$ cat src/source/backend_cfg.svh
`ifndef BACKEND_CFG_SVH
`define BACKEND_CFG_SVH

// Core-wide widths of the LA32 back end

`define XLEN     32              // Data and PC width
`define RADDR_W  5               // Register address width
`define DMEM_AW  12              // Data RAM word address bits

// Boot address of the core
`define RESET_PC 32'h1c00_0000

`endif

$ cat src/source/issue_pkg.sv
package issue_pkg;

  // ALU operand source chosen at issue
  typedef enum logic [1:0] {
    SRC_REG,
    SRC_IMM,
    SRC_PC,
    SRC_FOUR                  // Constant 4 for link values
  } src_sel_e;

  // Where a forwarded EX operand comes from
  typedef enum logic [2:0] {
    FWD_RF,
    FWD_MEM_A,
    FWD_MEM_B,
    FWD_WB_A,
    FWD_WB_B
  } fwd_src_e;

endpackage

$ cat src/source/operand_forward.sv
`timescale 1ns/1ps
`include "backend_cfg.svh"

module operand_forward import issue_pkg::*; (
  input  logic [`RADDR_W-1:0] ex_raddr_a1,
  input  logic [`RADDR_W-1:0] ex_raddr_a2,
  input  logic [`RADDR_W-1:0] ex_raddr_b1,
  input  logic [`RADDR_W-1:0] ex_raddr_b2,
  input  logic [`XLEN-1:0]    ex_rdata_a1,
  input  logic [`XLEN-1:0]    ex_rdata_a2,
  input  logic [`XLEN-1:0]    ex_rdata_b1,
  input  logic [`XLEN-1:0]    ex_rdata_b2,
  input  logic                mem_rf_we_a,
  input  logic                mem_rf_we_b,
  input  logic [`RADDR_W-1:0] mem_rf_waddr_a,
  input  logic [`RADDR_W-1:0] mem_rf_waddr_b,
  input  logic [`XLEN-1:0]    mem_alu_result_a,
  input  logic [`XLEN-1:0]    mem_alu_result_b,
  input  logic                wb_rf_we_a,
  input  logic                wb_rf_we_b,
  input  logic [`RADDR_W-1:0] wb_rf_waddr_a,
  input  logic [`RADDR_W-1:0] wb_rf_waddr_b,
  input  logic [`XLEN-1:0]    wb_rf_wdata_a,
  input  logic [`XLEN-1:0]    wb_rf_wdata_b,
  output logic [`XLEN-1:0]    fwd_a1,
  output logic [`XLEN-1:0]    fwd_a2,
  output logic [`XLEN-1:0]    fwd_b1,
  output logic [`XLEN-1:0]    fwd_b2
);

  fwd_src_e sel_a1;
  fwd_src_e sel_a2;
  fwd_src_e sel_b1;
  fwd_src_e sel_b2;

  // Younger lane and nearer stage win
  function automatic fwd_src_e pick_src(input logic [`RADDR_W-1:0] raddr);
    pick_src = FWD_RF;
    if (raddr != '0) begin                                  // r0 is hardwired
      if (mem_rf_we_b && mem_rf_waddr_b == raddr)
        pick_src = FWD_MEM_B;
      else if (mem_rf_we_a && mem_rf_waddr_a == raddr)
        pick_src = FWD_MEM_A;
      else if (wb_rf_we_b && wb_rf_waddr_b == raddr)
        pick_src = FWD_WB_B;
      else if (wb_rf_we_a && wb_rf_waddr_a == raddr)
        pick_src = FWD_WB_A;
    end
  endfunction

  function automatic logic [`XLEN-1:0] mux_src(input fwd_src_e sel,
                                               input logic [`XLEN-1:0] rf_val);
    case (sel)
      FWD_MEM_B: mux_src = mem_alu_result_b;                // ALU results only
      FWD_MEM_A: mux_src = mem_alu_result_a;
      FWD_WB_B:  mux_src = wb_rf_wdata_b;
      FWD_WB_A:  mux_src = wb_rf_wdata_a;
      default:   mux_src = rf_val;
    endcase
  endfunction

  always_comb begin
    sel_a1 = pick_src(ex_raddr_a1);
    sel_a2 = pick_src(ex_raddr_a2);
    sel_b1 = pick_src(ex_raddr_b1);
    sel_b2 = pick_src(ex_raddr_b2);
    fwd_a1 = mux_src(sel_a1, ex_rdata_a1);
    fwd_a2 = mux_src(sel_a2, ex_rdata_a2);
    fwd_b1 = mux_src(sel_b1, ex_rdata_b1);
    fwd_b2 = mux_src(sel_b2, ex_rdata_b2);
  end

endmodule

$ cat config.mk
export PLATFORM = sky130hd
export DESIGN_NAME = operand_forward
export DESIGN_NICKNAME = d
export VERILOG_FILES = /design/src/source/issue_pkg.sv /design/src/source/operand_forward.sv
export VERILOG_INCLUDE_DIRS = /design/src /design/src/source
export SDC_FILE = /design/constraint.sdc
export NUM_CORES = 1
export LEC_CHECK = 0
export BUFFER_PORTS_ARGS = -buffer_cell sky130_fd_sc_hd__buf_4
export CAP_MARGIN = 20
export CORE_AREA = 2 2 165 167
export DETAILED_ROUTE_END_ITERATION = 8
export DIE_AREA = 0 0 167 169
export GPL_ROUTABILITY_DRIVEN = 0
export PLACE_DENSITY = 0.53
export SYNTH_ARGS = -nofsm -noshare
export SYNTH_HDL_FRONTEND = slang
export SYNTH_SLANG_ARGS = --single-unit
$ cat constraint.sdc
create_clock -name vclk -period 4.4
set_clock_uncertainty 0.1 [all_clocks]
set_input_delay 0.44 -clock vclk [all_inputs]
set_output_delay 0.44 -clock vclk [all_outputs]
set_load 0.005 [all_outputs]
# Word-level counts from Yosys, hierarchy flattened
# Cells that the tools add are included.
# op_classes
eq_ne	32
mux	24
reduce_logical	20
# op_table
cell	count
case mux 32 bit (4 select lines)	4
equality test 5 bit	16
2-to-1 mux 3 bit	16
equality test 3 x 2 -> 1 bit, second input constant	8
nonzero test 5 bit	4
logical AND 1 bit	16
equality test 3 x 1 -> 1 bit, second input constant	4
equality test 3 bit, second input constant	4
2-to-1 mux 2 bit	4
# word_totals
output_inout_bits	128
regBits	0
inputBits	300
word_cells	76

# Logic depth before layout (Yosys ltp)
# logic_depth
depth_word	9
ltp_mapped	10
ltp_nobuf	6

# Worst setup path after synthesis
# OpenSTA, ideal clock, no wires.
# synth_timing
kind	in2out
startpoint	input port ex_raddr_b1[2]
endpoint	output port fwd_b1[10]
arrival_time_ps	2048
required_ps	3860
cell_stages	9
path_slack_ps	1812
n_path_buf	3
cell_sequence	buf_2 > or4_4 > nor2_4 > o21ba_4 > and3_4 > buf_6 > buf_6 > a22oi_1 > a31oi_1
# synth_via
elab_chain_len	9
word_cells_on_any_way	19
classes_between	eq/ne: 8; mux: 6; reduce/logical: 5
# synth_rtl
element	line_no	text
start: declaration	operand_forward.sv:7	input logic [`RADDR_W-1:0] ex_raddr_b1,
equality test 5 bit	operand_forward.sv:46	else if (wb_rf_we_a && wb_rf_waddr_a == raddr)
logical AND 1 bit	operand_forward.sv:46	
2-to-1 mux 2 bit	operand_forward.sv:46	
2-to-1 mux 3 bit	operand_forward.sv:44	else if (wb_rf_we_b && wb_rf_waddr_b == raddr)
2-to-1 mux 3 bit	operand_forward.sv:42	else if (mem_rf_we_a && mem_rf_waddr_a == raddr)
2-to-1 mux 3 bit	operand_forward.sv:40	if (mem_rf_we_b && mem_rf_waddr_b == raddr)
2-to-1 mux 3 bit (*)	operand_forward.sv:39	if (raddr != '0) begin
equality test 3 x 2 -> 1 bit (tied with other cells)	operand_forward.sv:53	case (sel)
case mux 32 bit (4 select lines) (*)	operand_forward.sv:53	
end: declaration	operand_forward.sv:27	output logic [`XLEN-1:0] fwd_b1,
# Every way passes the cells marked *; elsewhere a longest branch is shown, timed or not.

# Worst setup path after layout
# layout_timing
startpoint	input port wb_rf_waddr_a[3]
endpoint	output port fwd_b1[6]
# layout_via
elab_chain_len	9
word_cells_on_any_way	12
classes_between	eq/ne: 5; mux: 6; reduce/logical: 1
# layout_rtl
element	line_no	text
start: declaration	operand_forward.sv:21	input logic [`RADDR_W-1:0] wb_rf_waddr_a,
equality test 5 bit (*)	operand_forward.sv:46	
logical AND 1 bit (*)	operand_forward.sv:46	
2-to-1 mux 2 bit (*)	operand_forward.sv:46	
2-to-1 mux 3 bit (*)	operand_forward.sv:44	
2-to-1 mux 3 bit (*)	operand_forward.sv:42	
2-to-1 mux 3 bit (*)	operand_forward.sv:40	
2-to-1 mux 3 bit (*)	operand_forward.sv:39	
equality test 3 x 2 -> 1 bit (tied with other cells)	operand_forward.sv:53	
case mux 32 bit (4 select lines) (*)	operand_forward.sv:53	
# Marked as above.

==> results.cfg <==
[timing]
worst_pin_slew_ps = 1060
fin_setup_tns_ps = 0
maximum_frequency_from_static_timing_analysis_mhz = 289
report.final.hold_viol_count = 0
final_worst_path_period_share_pct = 78.5
max-slew-margin-rel_pct = 29.2
final_period_minus_worst_setup_slack_ps = 3460
setup-violations-final = 0
rsz_0062_raised_after_global_routing = no
maxSlewViolCount = 0

[global_routing]
grt_pass1_wl_mm = 60.4
globalRouteTotalUtil_pct = 27.0
grt.overflow.total = 0
grt_start_max_net_pins = 39
initial_antenna_violation_count = 0
first_global_vias = 9961

[placement]
hpwl_mm = 30.2
io_buffers = 428
post_dp_cell_area_mm2 = 0.00944

[detailed_routing]
via_count = 9919
routed_wire_length_per_instance_um = 24.9
ant_nets = 0
detail_route.wirelength_mm = 41.3
drt_first_iter_violations = 978
drt_drc_violations_left = 0
route.detailed.vias_per_inst = 5.99
dr.pass1.iters = 6

[power]
switching_share_pct = 49.4
pwr-share-seq_pct = 0
power_density_mw_per_mm2 = 103
p_comb_share_pct = 100.0
irDropWorstVdd_mv = 0.0490
cellInternalPower_mw = 0.491
leakage_nw = 3.84
switching_power_of_the_nets_mw = 0.479
clock_power_share_pct = 0

[die]
die_area_mm2 = 0.0282
floorplan.io_pins = 428
core_area_mm2 = 0.0265
starting_utilization_of_the_core_area_pct = 22.7
chipHeight_um = 169
die_x_um = 167
num_rows = 60

[critical_path]
setup.worst_path.end_class = primary output
cp.arrival_ps = 2920
timing_worst_setup_path_type = in2out
crit_path_max_fanout = 19
critical_path_required_ps = 3860
worst_setup_path_start_kind = primary input

[clock_tree]
cts_setup_buffers = 0
cts.hold.buffers_added = 0
cts_repair_resize_count = 0

[layout]
syn2layout_area_growth_pct = 56.8
multi_input_area_mm2 = 0.00537
post_route_cells_drive_above_1_share_pct = 37.5
finalNetCount = 1618
clockBufferCount = 0
flops_and_latches = 0
seq_area_um2 = 0
num_antenna_cells = 0
fill_cells = 2985
final_design_area_no_fill_mm2 = 0.00944

[synthesis]
seq_area_frac_synth_pct = 0
post_synth_mux_area_share_pct = 0
postSynthCellCount = 990
complex_gate_fraction_of_the_synthesized_area_pct = 46.1
synth_most_common_cell = a21oi_1
ys_warn_count = 0
yosysTopAreaCellShare_pct = 8.07
synthXorXnorAreaFrac_pct = 11.6
synth.lib_cells_used.distinct = 36
synth_simple_gate_area_share_pct = 29.5
synth_commonest_cells = a21oi_1, clkbuf_1, nor2_1, nor4_1, and2_1
post_synth_fa_ha_maj_area_fraction_pct = 0
synth_top_cells_by_area = a21oi_1, a22oi_1, nor4_1, and2_1, xnor2_1
post_synthesis_instance_area_mm2 = 0.00602
netlist.top_cell.by_area = a21oi_1
synth_top_family_by_area = compound AO/OA/AOI/OAI gates
synth.avg_cell_area_um2 = 6.08
synth_nets = 1290

[outcome]
run_status = finished, final reports clean

[min_path]
hold_class = in2out

[flow_run]
cap_viol_max_count = 0
==> path summary, 6_finish.rpt <==
| check | slack [ps] | endpoint | from | cells past startpoint |
|---|---|---|---|---|
| min | 1110 | fwd_a1[4] | ex_rdata_a1[4] | 4 |
| max | 940 | fwd_b1[6] | wb_rf_waddr_a[3] | 9 |
==> power groups by stage <==
stage / clock network (mW) / registers [mW] / logic [mW]
final: 0 / 0 / 0.970
after global placement: 0 / 0 / 0.954
after global routing: 0 / 0 / 1.03
after CTS: 0 / 0 / 0.961
after floorplan: 0 / 0 / 0.375
after detailed placement: 0 / 0 / 0.958
==> stage by stage <==
step / worst slack [ps] / power [mW] / util, % / hold WS, ps / std cells
after floorplan: 1810 / 0.375 / - / 906 / 990
final: 945 / 0.970 / 35.6 / 1110 / 1657
after detailed placement: 980 / 0.958 / 35.6 / 1110 / 1657
after CTS: 983 / 0.961 / 35.6 / 1110 / 1657
after global placement: 816 / 0.954 / 35.6 / 1110 / 1656
after global routing: 837 / 1.03 / 35.6 / 1140 / 1657
==> layout by cell type (no fill, tap or decap), types with 5 or more instances in the layout <==
cell type / count
a21oi_1: 96
a222oi_1: 32
a22oi_1: 64
a311oi_1: 32
a31oi_1: 64
and2_1: 64
and3_1: 33
and3_2: 5
buf_4: 456
inv_1: 34
nand2_1: 8
nand4_1: 8
nor2_1: 67
nor2_4: 6
nor3_1: 35
nor4_1: 71
o21ai_0: 64
o21ai_1: 32
o22ai_1: 32
xnor2_1: 46
xor2_1: 34
==> cells by family after synthesis <==
| kind of cell | Yosys count |
|---|---|
| AOI/OAI and AO/OA | 425 |
| xor gates and xnor gates | 80 |
| buffers and inverters | 169 |
| and+or+nand+nor | 316 |
==> layer usage <==
metal / global-route usage [%] / up-vias / share of wire, %
met5: 0 / - / 0
met4: 7.76 / 0 / 2.9
met3: 3.39 / 70 / 8.8
met2: 47.6 / 639 / 48
met1: 34.4 / 4724 / 40
li1: - / 4486 / -
==> layout make-up <==
type	count	area share, %
tap	341	4.52
multi-input combinational	821	56.9
timing repair buffer	461	37.2
inverter	34	1.35
==> worst max-delay path, cell delays in order <==
cell	delay, ps
buf_4	140
xor2_1	160
nor4_1	340
nand3_2	530
buf_4	430
nor4_1	290
o21ai_0	150
a31oi_1	270
buf_4	150
Power figures use the tool's default switching activity.
