### src/source/backend_cfg.svh
`ifndef BACKEND_CFG_SVH
`define BACKEND_CFG_SVH

// Core-wide widths of the LA32 back end

`define XLEN     32              // Data and PC width
`define RADDR_W  5               // Register address width
`define DMEM_AW  12              // Data RAM word address bits

// Boot address of the core
`define RESET_PC 32'h1c00_0000

`endif

### src/source/la32_isa_pkg.sv
package la32_isa_pkg;

  typedef enum logic [3:0] {
    ALU_ADD,
    ALU_SUB,
    ALU_SLT,
    ALU_SLTU,
    ALU_AND,
    ALU_OR,
    ALU_NOR,
    ALU_XOR,
    ALU_SLL,
    ALU_SRL,
    ALU_SRA,
    ALU_LU12I                 // Immediate pass-through
  } alu_op_e;

  typedef enum logic [3:0] {
    BR_NONE,
    BR_BEQ,
    BR_BNE,
    BR_BLT,
    BR_BGE,
    BR_BLTU,
    BR_BGEU,
    BR_B,
    BR_BL,                    // Link via ALU as pc+4
    BR_JIRL                   // Target is rs1+imm
  } br_type_e;

  typedef enum logic [3:0] {
    MEM_NONE,
    MEM_ST_W,
    MEM_ST_H,
    MEM_ST_B,
    MEM_LD_W,
    MEM_LD_H,
    MEM_LD_HU,
    MEM_LD_B,
    MEM_LD_BU
  } mem_type_e;

endpackage

### src/source/branch_resolve.sv
`timescale 1ns/1ps
`include "backend_cfg.svh"

module branch_resolve import la32_isa_pkg::*; (
  input  logic [`XLEN-1:0] ex_pc_a,
  input  logic [`XLEN-1:0] ex_pc_b,
  input  logic [`XLEN-1:0] fwd_a1,
  input  logic [`XLEN-1:0] fwd_a2,
  input  logic [`XLEN-1:0] fwd_b1,
  input  logic [`XLEN-1:0] fwd_b2,
  input  logic [`XLEN-1:0] ex_imm_a,
  input  logic [`XLEN-1:0] ex_imm_b,
  input  br_type_e         ex_br_type_a,
  input  br_type_e         ex_br_type_b,
  input  logic             ex_br_pd_a,
  input  logic             ex_br_pd_b,
  output logic             br_redirect,
  output logic [`XLEN-1:0] br_target,
  output logic             squash_b
);

  logic             taken_a;
  logic             taken_b;
  logic [`XLEN-1:0] target_a;
  logic [`XLEN-1:0] target_b;
  logic             mispred_a;
  logic             mispred_b;

  function automatic logic br_taken(input br_type_e bt,
                                    input logic [`XLEN-1:0] rs1,
                                    input logic [`XLEN-1:0] rs2);
    case (bt)
      BR_BEQ:               br_taken = rs1 == rs2;
      BR_BNE:               br_taken = rs1 != rs2;
      BR_BLT:               br_taken = $signed(rs1) < $signed(rs2);
      BR_BGE:               br_taken = $signed(rs1) >= $signed(rs2);
      BR_BLTU:              br_taken = rs1 < rs2;
      BR_BGEU:              br_taken = rs1 >= rs2;
      BR_B, BR_BL, BR_JIRL: br_taken = 1'b1;                // Unconditional
      default:              br_taken = 1'b0;
    endcase
  endfunction

  // Correct next PC of a lane
  function automatic logic [`XLEN-1:0] br_dest(input br_type_e bt,
                                               input logic taken,
                                               input logic [`XLEN-1:0] pc,
                                               input logic [`XLEN-1:0] rs1,
                                               input logic [`XLEN-1:0] imm);
    if (!taken)
      br_dest = pc + `XLEN'd4;
    else if (bt == BR_JIRL)
      br_dest = rs1 + imm;
    else
      br_dest = pc + imm;
  endfunction

  assign taken_a   = br_taken(ex_br_type_a, fwd_a1, fwd_a2);
  assign taken_b   = br_taken(ex_br_type_b, fwd_b1, fwd_b2);
  assign target_a  = br_dest(ex_br_type_a, taken_a, ex_pc_a, fwd_a1, ex_imm_a);
  assign target_b  = br_dest(ex_br_type_b, taken_b, ex_pc_b, fwd_b1, ex_imm_b);
  assign mispred_a = taken_a != ex_br_pd_a;
  assign mispred_b = taken_b != ex_br_pd_b;

  assign br_redirect = mispred_a | mispred_b;
  assign br_target   = mispred_a ? target_a : target_b;     // Older lane first
  assign squash_b    = mispred_a;

endmodule

### config.mk
export PLATFORM = sky130hd
export DESIGN_NAME = branch_resolve
export DESIGN_NICKNAME = d
export VERILOG_FILES = /design/src/source/la32_isa_pkg.sv /design/src/source/branch_resolve.sv
export VERILOG_INCLUDE_DIRS = /design/src /design/src/source
export SDC_FILE = /design/constraint.sdc
export NUM_CORES = 1
export LEC_CHECK = 0
export BUFFER_PORTS_ARGS = -buffer_cell sky130_fd_sc_hd__buf_2
export CORE_MARGIN = 3
export CORE_UTILIZATION = 37
export DETAILED_ROUTE_END_ITERATION = 6
export PLACE_DENSITY = 0.63
export SLEW_MARGIN = 20
export SYNTH_ARGS = -nofsm -noshare
export SYNTH_HDL_FRONTEND = slang
export SYNTH_SLANG_ARGS = --single-unit
### constraint.sdc
create_clock -name vclk -period 9.2
set_input_delay 0.46 -clock vclk [all_inputs]
set_output_delay 0.46 -clock vclk [all_outputs]
set_load 0.02 [all_outputs]
== Word-level counts from Yosys, hierarchy flattened ==
Index checks and enable logic that the tools add are counted.

* $add $sub $neg: 6
* Magnitude comparators: 8
* Equal/unequal tests: 24
* Muxes and demuxes: 7
* Bitwise operators: 1
* Reduce and logical (&&, ||, !) cells: 2

{| class="wikitable"
|+ Operators by type and width
! operator !! count
|-
| two-way mux 32 bit || 5
|-
| adder 32 bit || 4
|-
| greater-or-equal comparator 32 bit || 4
|-
| < comparator 32 bit || 4
|-
| adder 32 x 3 -> 32 bit (second input constant) || 2
|-
| == test 32 bit || 2
|-
| != test 32 bit || 2
|-
| == test 4 x 3 -> 1 bit (second input constant) || 8
|-
| == test 4 x 2 -> 1 bit (second input constant) || 4
|-
| == test 4 bit (second input constant) || 4
|-
| one-hot mux 1 bit (7 select lines) || 2
|-
| == test 4 x 1 -> 1 bit (second input constant) || 2
|-
| OR reduction 3 bit || 2
|-
| != test 1 bit || 2
|-
| bitwise OR 1 bit || 1
|}

* Register bits: 0
* Output and inout bits: 34

== Longest topological paths before layout ==
* Depth in word-level cells: 5
* Mapped depth: 17
* Mapped depth without buffers: 15

== Worst setup path after synthesis ==
OpenSTA, ideal clock, no wires.

* Path type: input to output
* Start point: input port ex_br_type_b[0]
* End point: output port br_target[30]
* Data arrival time: 4.422 ns
* Required time: 8.740 ns
* Path slack: 4.318 ns
* Cell stages on the path: 16
* Path through: clkbuf_1 and3_1 clkbuf_1 clkbuf_1 mux2_2 ha_1 o21ai_0 a211oi_1 a2111oi_0 o31ai_1 a31oi_1 or4_1 o211ai_1 mux2i_1 o21ai_0 o22a_1

* Cells in the longest elaborated chain, start to end: 5
* Elaborated cells on any way between the ends: 14
* Classes of those cells: eq/ne (9); mux (4); reduce/logical (1)

{| class="wikitable"
|+ RTL lines
! item !! line !! source
|-
| from (decl) || branch_resolve.sv:14 || <nowiki>input br_type_e ex_br_type_b,</nowiki>
|-
| == test 4 bit, or another cell as far along || branch_resolve.sv:32, branch_resolve.sv:52 ||
|-
| OR reduction 3 bit || branch_resolve.sv:32 || <nowiki>case (bt)</nowiki>
|-
| one-hot mux 1 bit (7 select lines) || branch_resolve.sv:32 ||
|-
| two-way mux 32 bit * || branch_resolve.sv:50 || <nowiki>if (!taken)</nowiki>
|-
| two-way mux 32 bit * || branch_resolve.sv:66 || <nowiki>assign br_target = mispred_a ? target_a : target_b;</nowiki>
|-
| to (decl) || branch_resolve.sv:18 || <nowiki>output logic [`XLEN-1:0] br_target,</nowiki>
|}

Mark *: on every way between the ends. The rest lies on a longest branch, timed or not.

== Worst setup path after layout ==
* Start point: input port ex_br_type_b[1]
* End point: output port br_target[30]

The elaborated chain is that of the path after synthesis.

==> qor.csv <==
metric;value;unit
worst_ep_required_time;8.74;ns
setup_tns;0;ns
synth_cells;1093;
synth.yosys.seq_area_share;0;
timing.fmax;177.4;MHz
drt_pre_antenna_iters;5;
dp_hpwl;23850;um
die_width;152.1;um
avgRoutedWirePerCell;16.51;um
yosysWarnings;0;
timing_max_transition_violations_final;0;
drc;0;
post-route-period-util;0.6126;
hold_ws;1.266;ns
drt_wl_total;27020;um
largest_net_degree_at_the_start_of_global_routing;53;
setup_violations;0;
worst_slew_pin_slew;0.8400;ns
relSlewSlack;0.4255;
max_stage_delay;0.82;ns
numSequentialCells;0;
mappedNetlistNets;1489;
data_arrival_time_of_the_critical_path;5.18;ns
syn_area;7894;sq um
critical_path_peak_fanout;33;
grt_use_total;0.2186;
initialDrtViolationCount;393;
cts_post_setup_buffers_inserted;0;
gr_ovfl_total;0;
timing.critical_path.from_type;primary input;
ff_latch_area;0;sq um
ioPinCount;300;
post_drt_via_cell_ratio;5.359;
finish.net_count;1764;
layout-drive-gt1-share;0.2855;
initial_antenna_violation_count;1;
syn_to_final_growth;22.24;%
vias;8773;
num-clock-buffers;0;
max_cap_violations;0;
holdBufCountCts;0;
numPortBuffers;300;
grt_pass1_wl;43260;um
first_global_vias;8469;
routabilityCongestion;0.9051;
dieHeight;152.1;um
grt_setup_unrepaired;no;
worst-setup-path-type;primary input to output pin;
placementRows;52;
die_area;23120;sq um
drt.antenna.violating_nets;0;
cts_resized;0;
status;finished, final reports clean;
peakVddDrop;0.02945;mV
hp-class;primary input to output pin;
setup.worst_path.end_class;output pin;
highest_delay_cell_along_the_critical_path;a2111oi_0;
core_region_area;20620;sq um
syn_avg_cell_area;7.222;sq um
fin_crit;5.636;ns
initial_utilization;0.3827;
final-hold-violation-count;0;
power_density;70.75;nW/um^2
timing.critical_path.cells;buf_2 -> nor2_1 -> and3_1 -> buf_4 -> mux2_2 -> ha_1 -> fa_1 -> a211oi_1 -> o21ai_0 -> a2111oi_0 -> o31ai_1 -> a31oi_1 -> or4_1 -> o211ai_1 -> mux2i_1 -> mux2i_1 -> o22a_1 -> buf_2;
design_power_total;0.6827;mW
synth_cell_types;72;
power_leakage;4.817;nW
==> per-layer routing <==
metal,share of wire,vias to the layer above,track usage,wire length (um)
li1,-,4629,-,-
met1,0.50,3877,0.3193,13420
met2,0.45,251,0.3660,12120
met3,0.047,16,0.01849,1275
met4,0.0076,0,0.01541,206
met5,0,-,0,0
==> per-stage QoR <==
stage / util / area (sq um) / worst slack (ns) / instances
after floorplan: - / 7894 / 4.318 / 1093
after global placement: 0.4672 / 9635 / 3.525 / 1635
after detailed placement: 0.4672 / 9635 / 3.431 / 1635
after CTS: 0.4672 / 9635 / 3.420 / 1635
after global routing: 0.4678 / 9649 / 3.031 / 1637
final: 0.4678 / 9649 / 3.564 / 1637
==> placed cells by master (no fill, tap or decap), types with 14 or more instances in the layout <==
master / instances
a211oi_1: 18
a21o_1: 36
a21oi_1: 89
and3_1: 16
buf_2: 300
ha_1: 128
inv_1: 86
mux2_2: 66
mux2i_1: 40
nand2_1: 85
nand3_1: 46
nand4_1: 28
nor2_1: 68
nor3_1: 22
o211ai_1: 14
o21ai_0: 53
xnor2_1: 60
xor2_1: 51
==> worst paths after layout <==
check	from	endpoint	slack (ns)	cells past startpoint
max	ex_br_type_b[1]	br_target[30]	3.56	18
min	ex_br_pd_b	br_redirect	1.27	4
==> report_power, final <==
group	switching [mW]	internal [mW]
sequential	0	0
combinational	0.393	0.290
clock	0	0.0000000146
total	0.393	0.290
==> Yosys cell counts, types with 3 or more instances <==
cell | number | area (sq um)
ha_1 | 128 | 1602
a21oi_1 | 89 | 445.4
inv_1 | 86 | 322.8
nand2_1 | 85 | 319.1
nor2_1 | 68 | 255.2
mux2_2 | 66 | 743.2
xnor2_1 | 60 | 525.5
o21ai_0 | 53 | 265.3
xor2_1 | 51 | 446.7
nand3_1 | 46 | 230.2
mux2i_1 | 40 | 400.4
a21o_1 | 36 | 270.3
nand4_1 | 28 | 175.2
clkbuf_1 | 23 | 86.33
nor3_1 | 22 | 110.1
a211oi_1 | 18 | 135.1
and3_1 | 16 | 100.1
o211ai_1 | 14 | 105.1
nor2b_1 | 13 | 81.33
o21bai_1 | 12 | 90.09
a31oi_1 | 11 | 68.82
and4_1 | 8 | 70.07
buf_2 | 7 | 35.03
a2111oi_0 | 6 | 52.55
a211o_1 | 6 | 52.55
a221oi_1 | 6 | 52.55
nand2b_1 | 6 | 37.54
o221ai_1 | 5 | 43.79
o311ai_0 | 5 | 43.79
o31ai_1 | 5 | 37.54
nand3b_1 | 4 | 30.03
o21a_1 | 4 | 30.03
o22a_1 | 4 | 35.03
or3_1 | 4 | 25.02
a221o_1 | 3 | 30.03
a311oi_1 | 3 | 26.28
a31o_2 | 3 | 26.28
and2_1 | 3 | 18.77
buf_6 | 3 | 33.78
o211a_1 | 3 | 30.03
or2_2 | 3 | 18.77
==> final cells by class <==
cell class	instances	area (sq um)
Antenna cell	1	2.502
Fill cell	2149	10980
Inverter	86	322.8
Multi-Input combinational cell	973	7428
Tap cell	270	337.8
Timing Repair Buffer	307	1558
==> cells by family (layout without fill, tap and decap cells) <==
logic type,count (synthesis),in the layout,share of synthesized area
AO/OA/AOI/OAI,307,307,0.2607
multiplexers,107,107,0.1468
buffers and inverters,120,393,0.06102
adder cells (fa/ha/maj),130,130,0.2080
AND/OR/NAND/NOR,318,318,0.2004
other,0,1,0
XOR/XNOR,111,111,0.1232
==> worst max-delay path, delay by kind of cell <==
| kind | cells | cell delay (ns) |
|---|---|---|
| simple gates | 3 | 0.50 |
| compound gates | 7 | 2.23 |
| buf+inv | 3 | 0.67 |
| mux | 3 | 0.69 |
| fa+ha+maj | 2 | 0.64 |
Note: power is estimated with default switching activity, not from simulation.
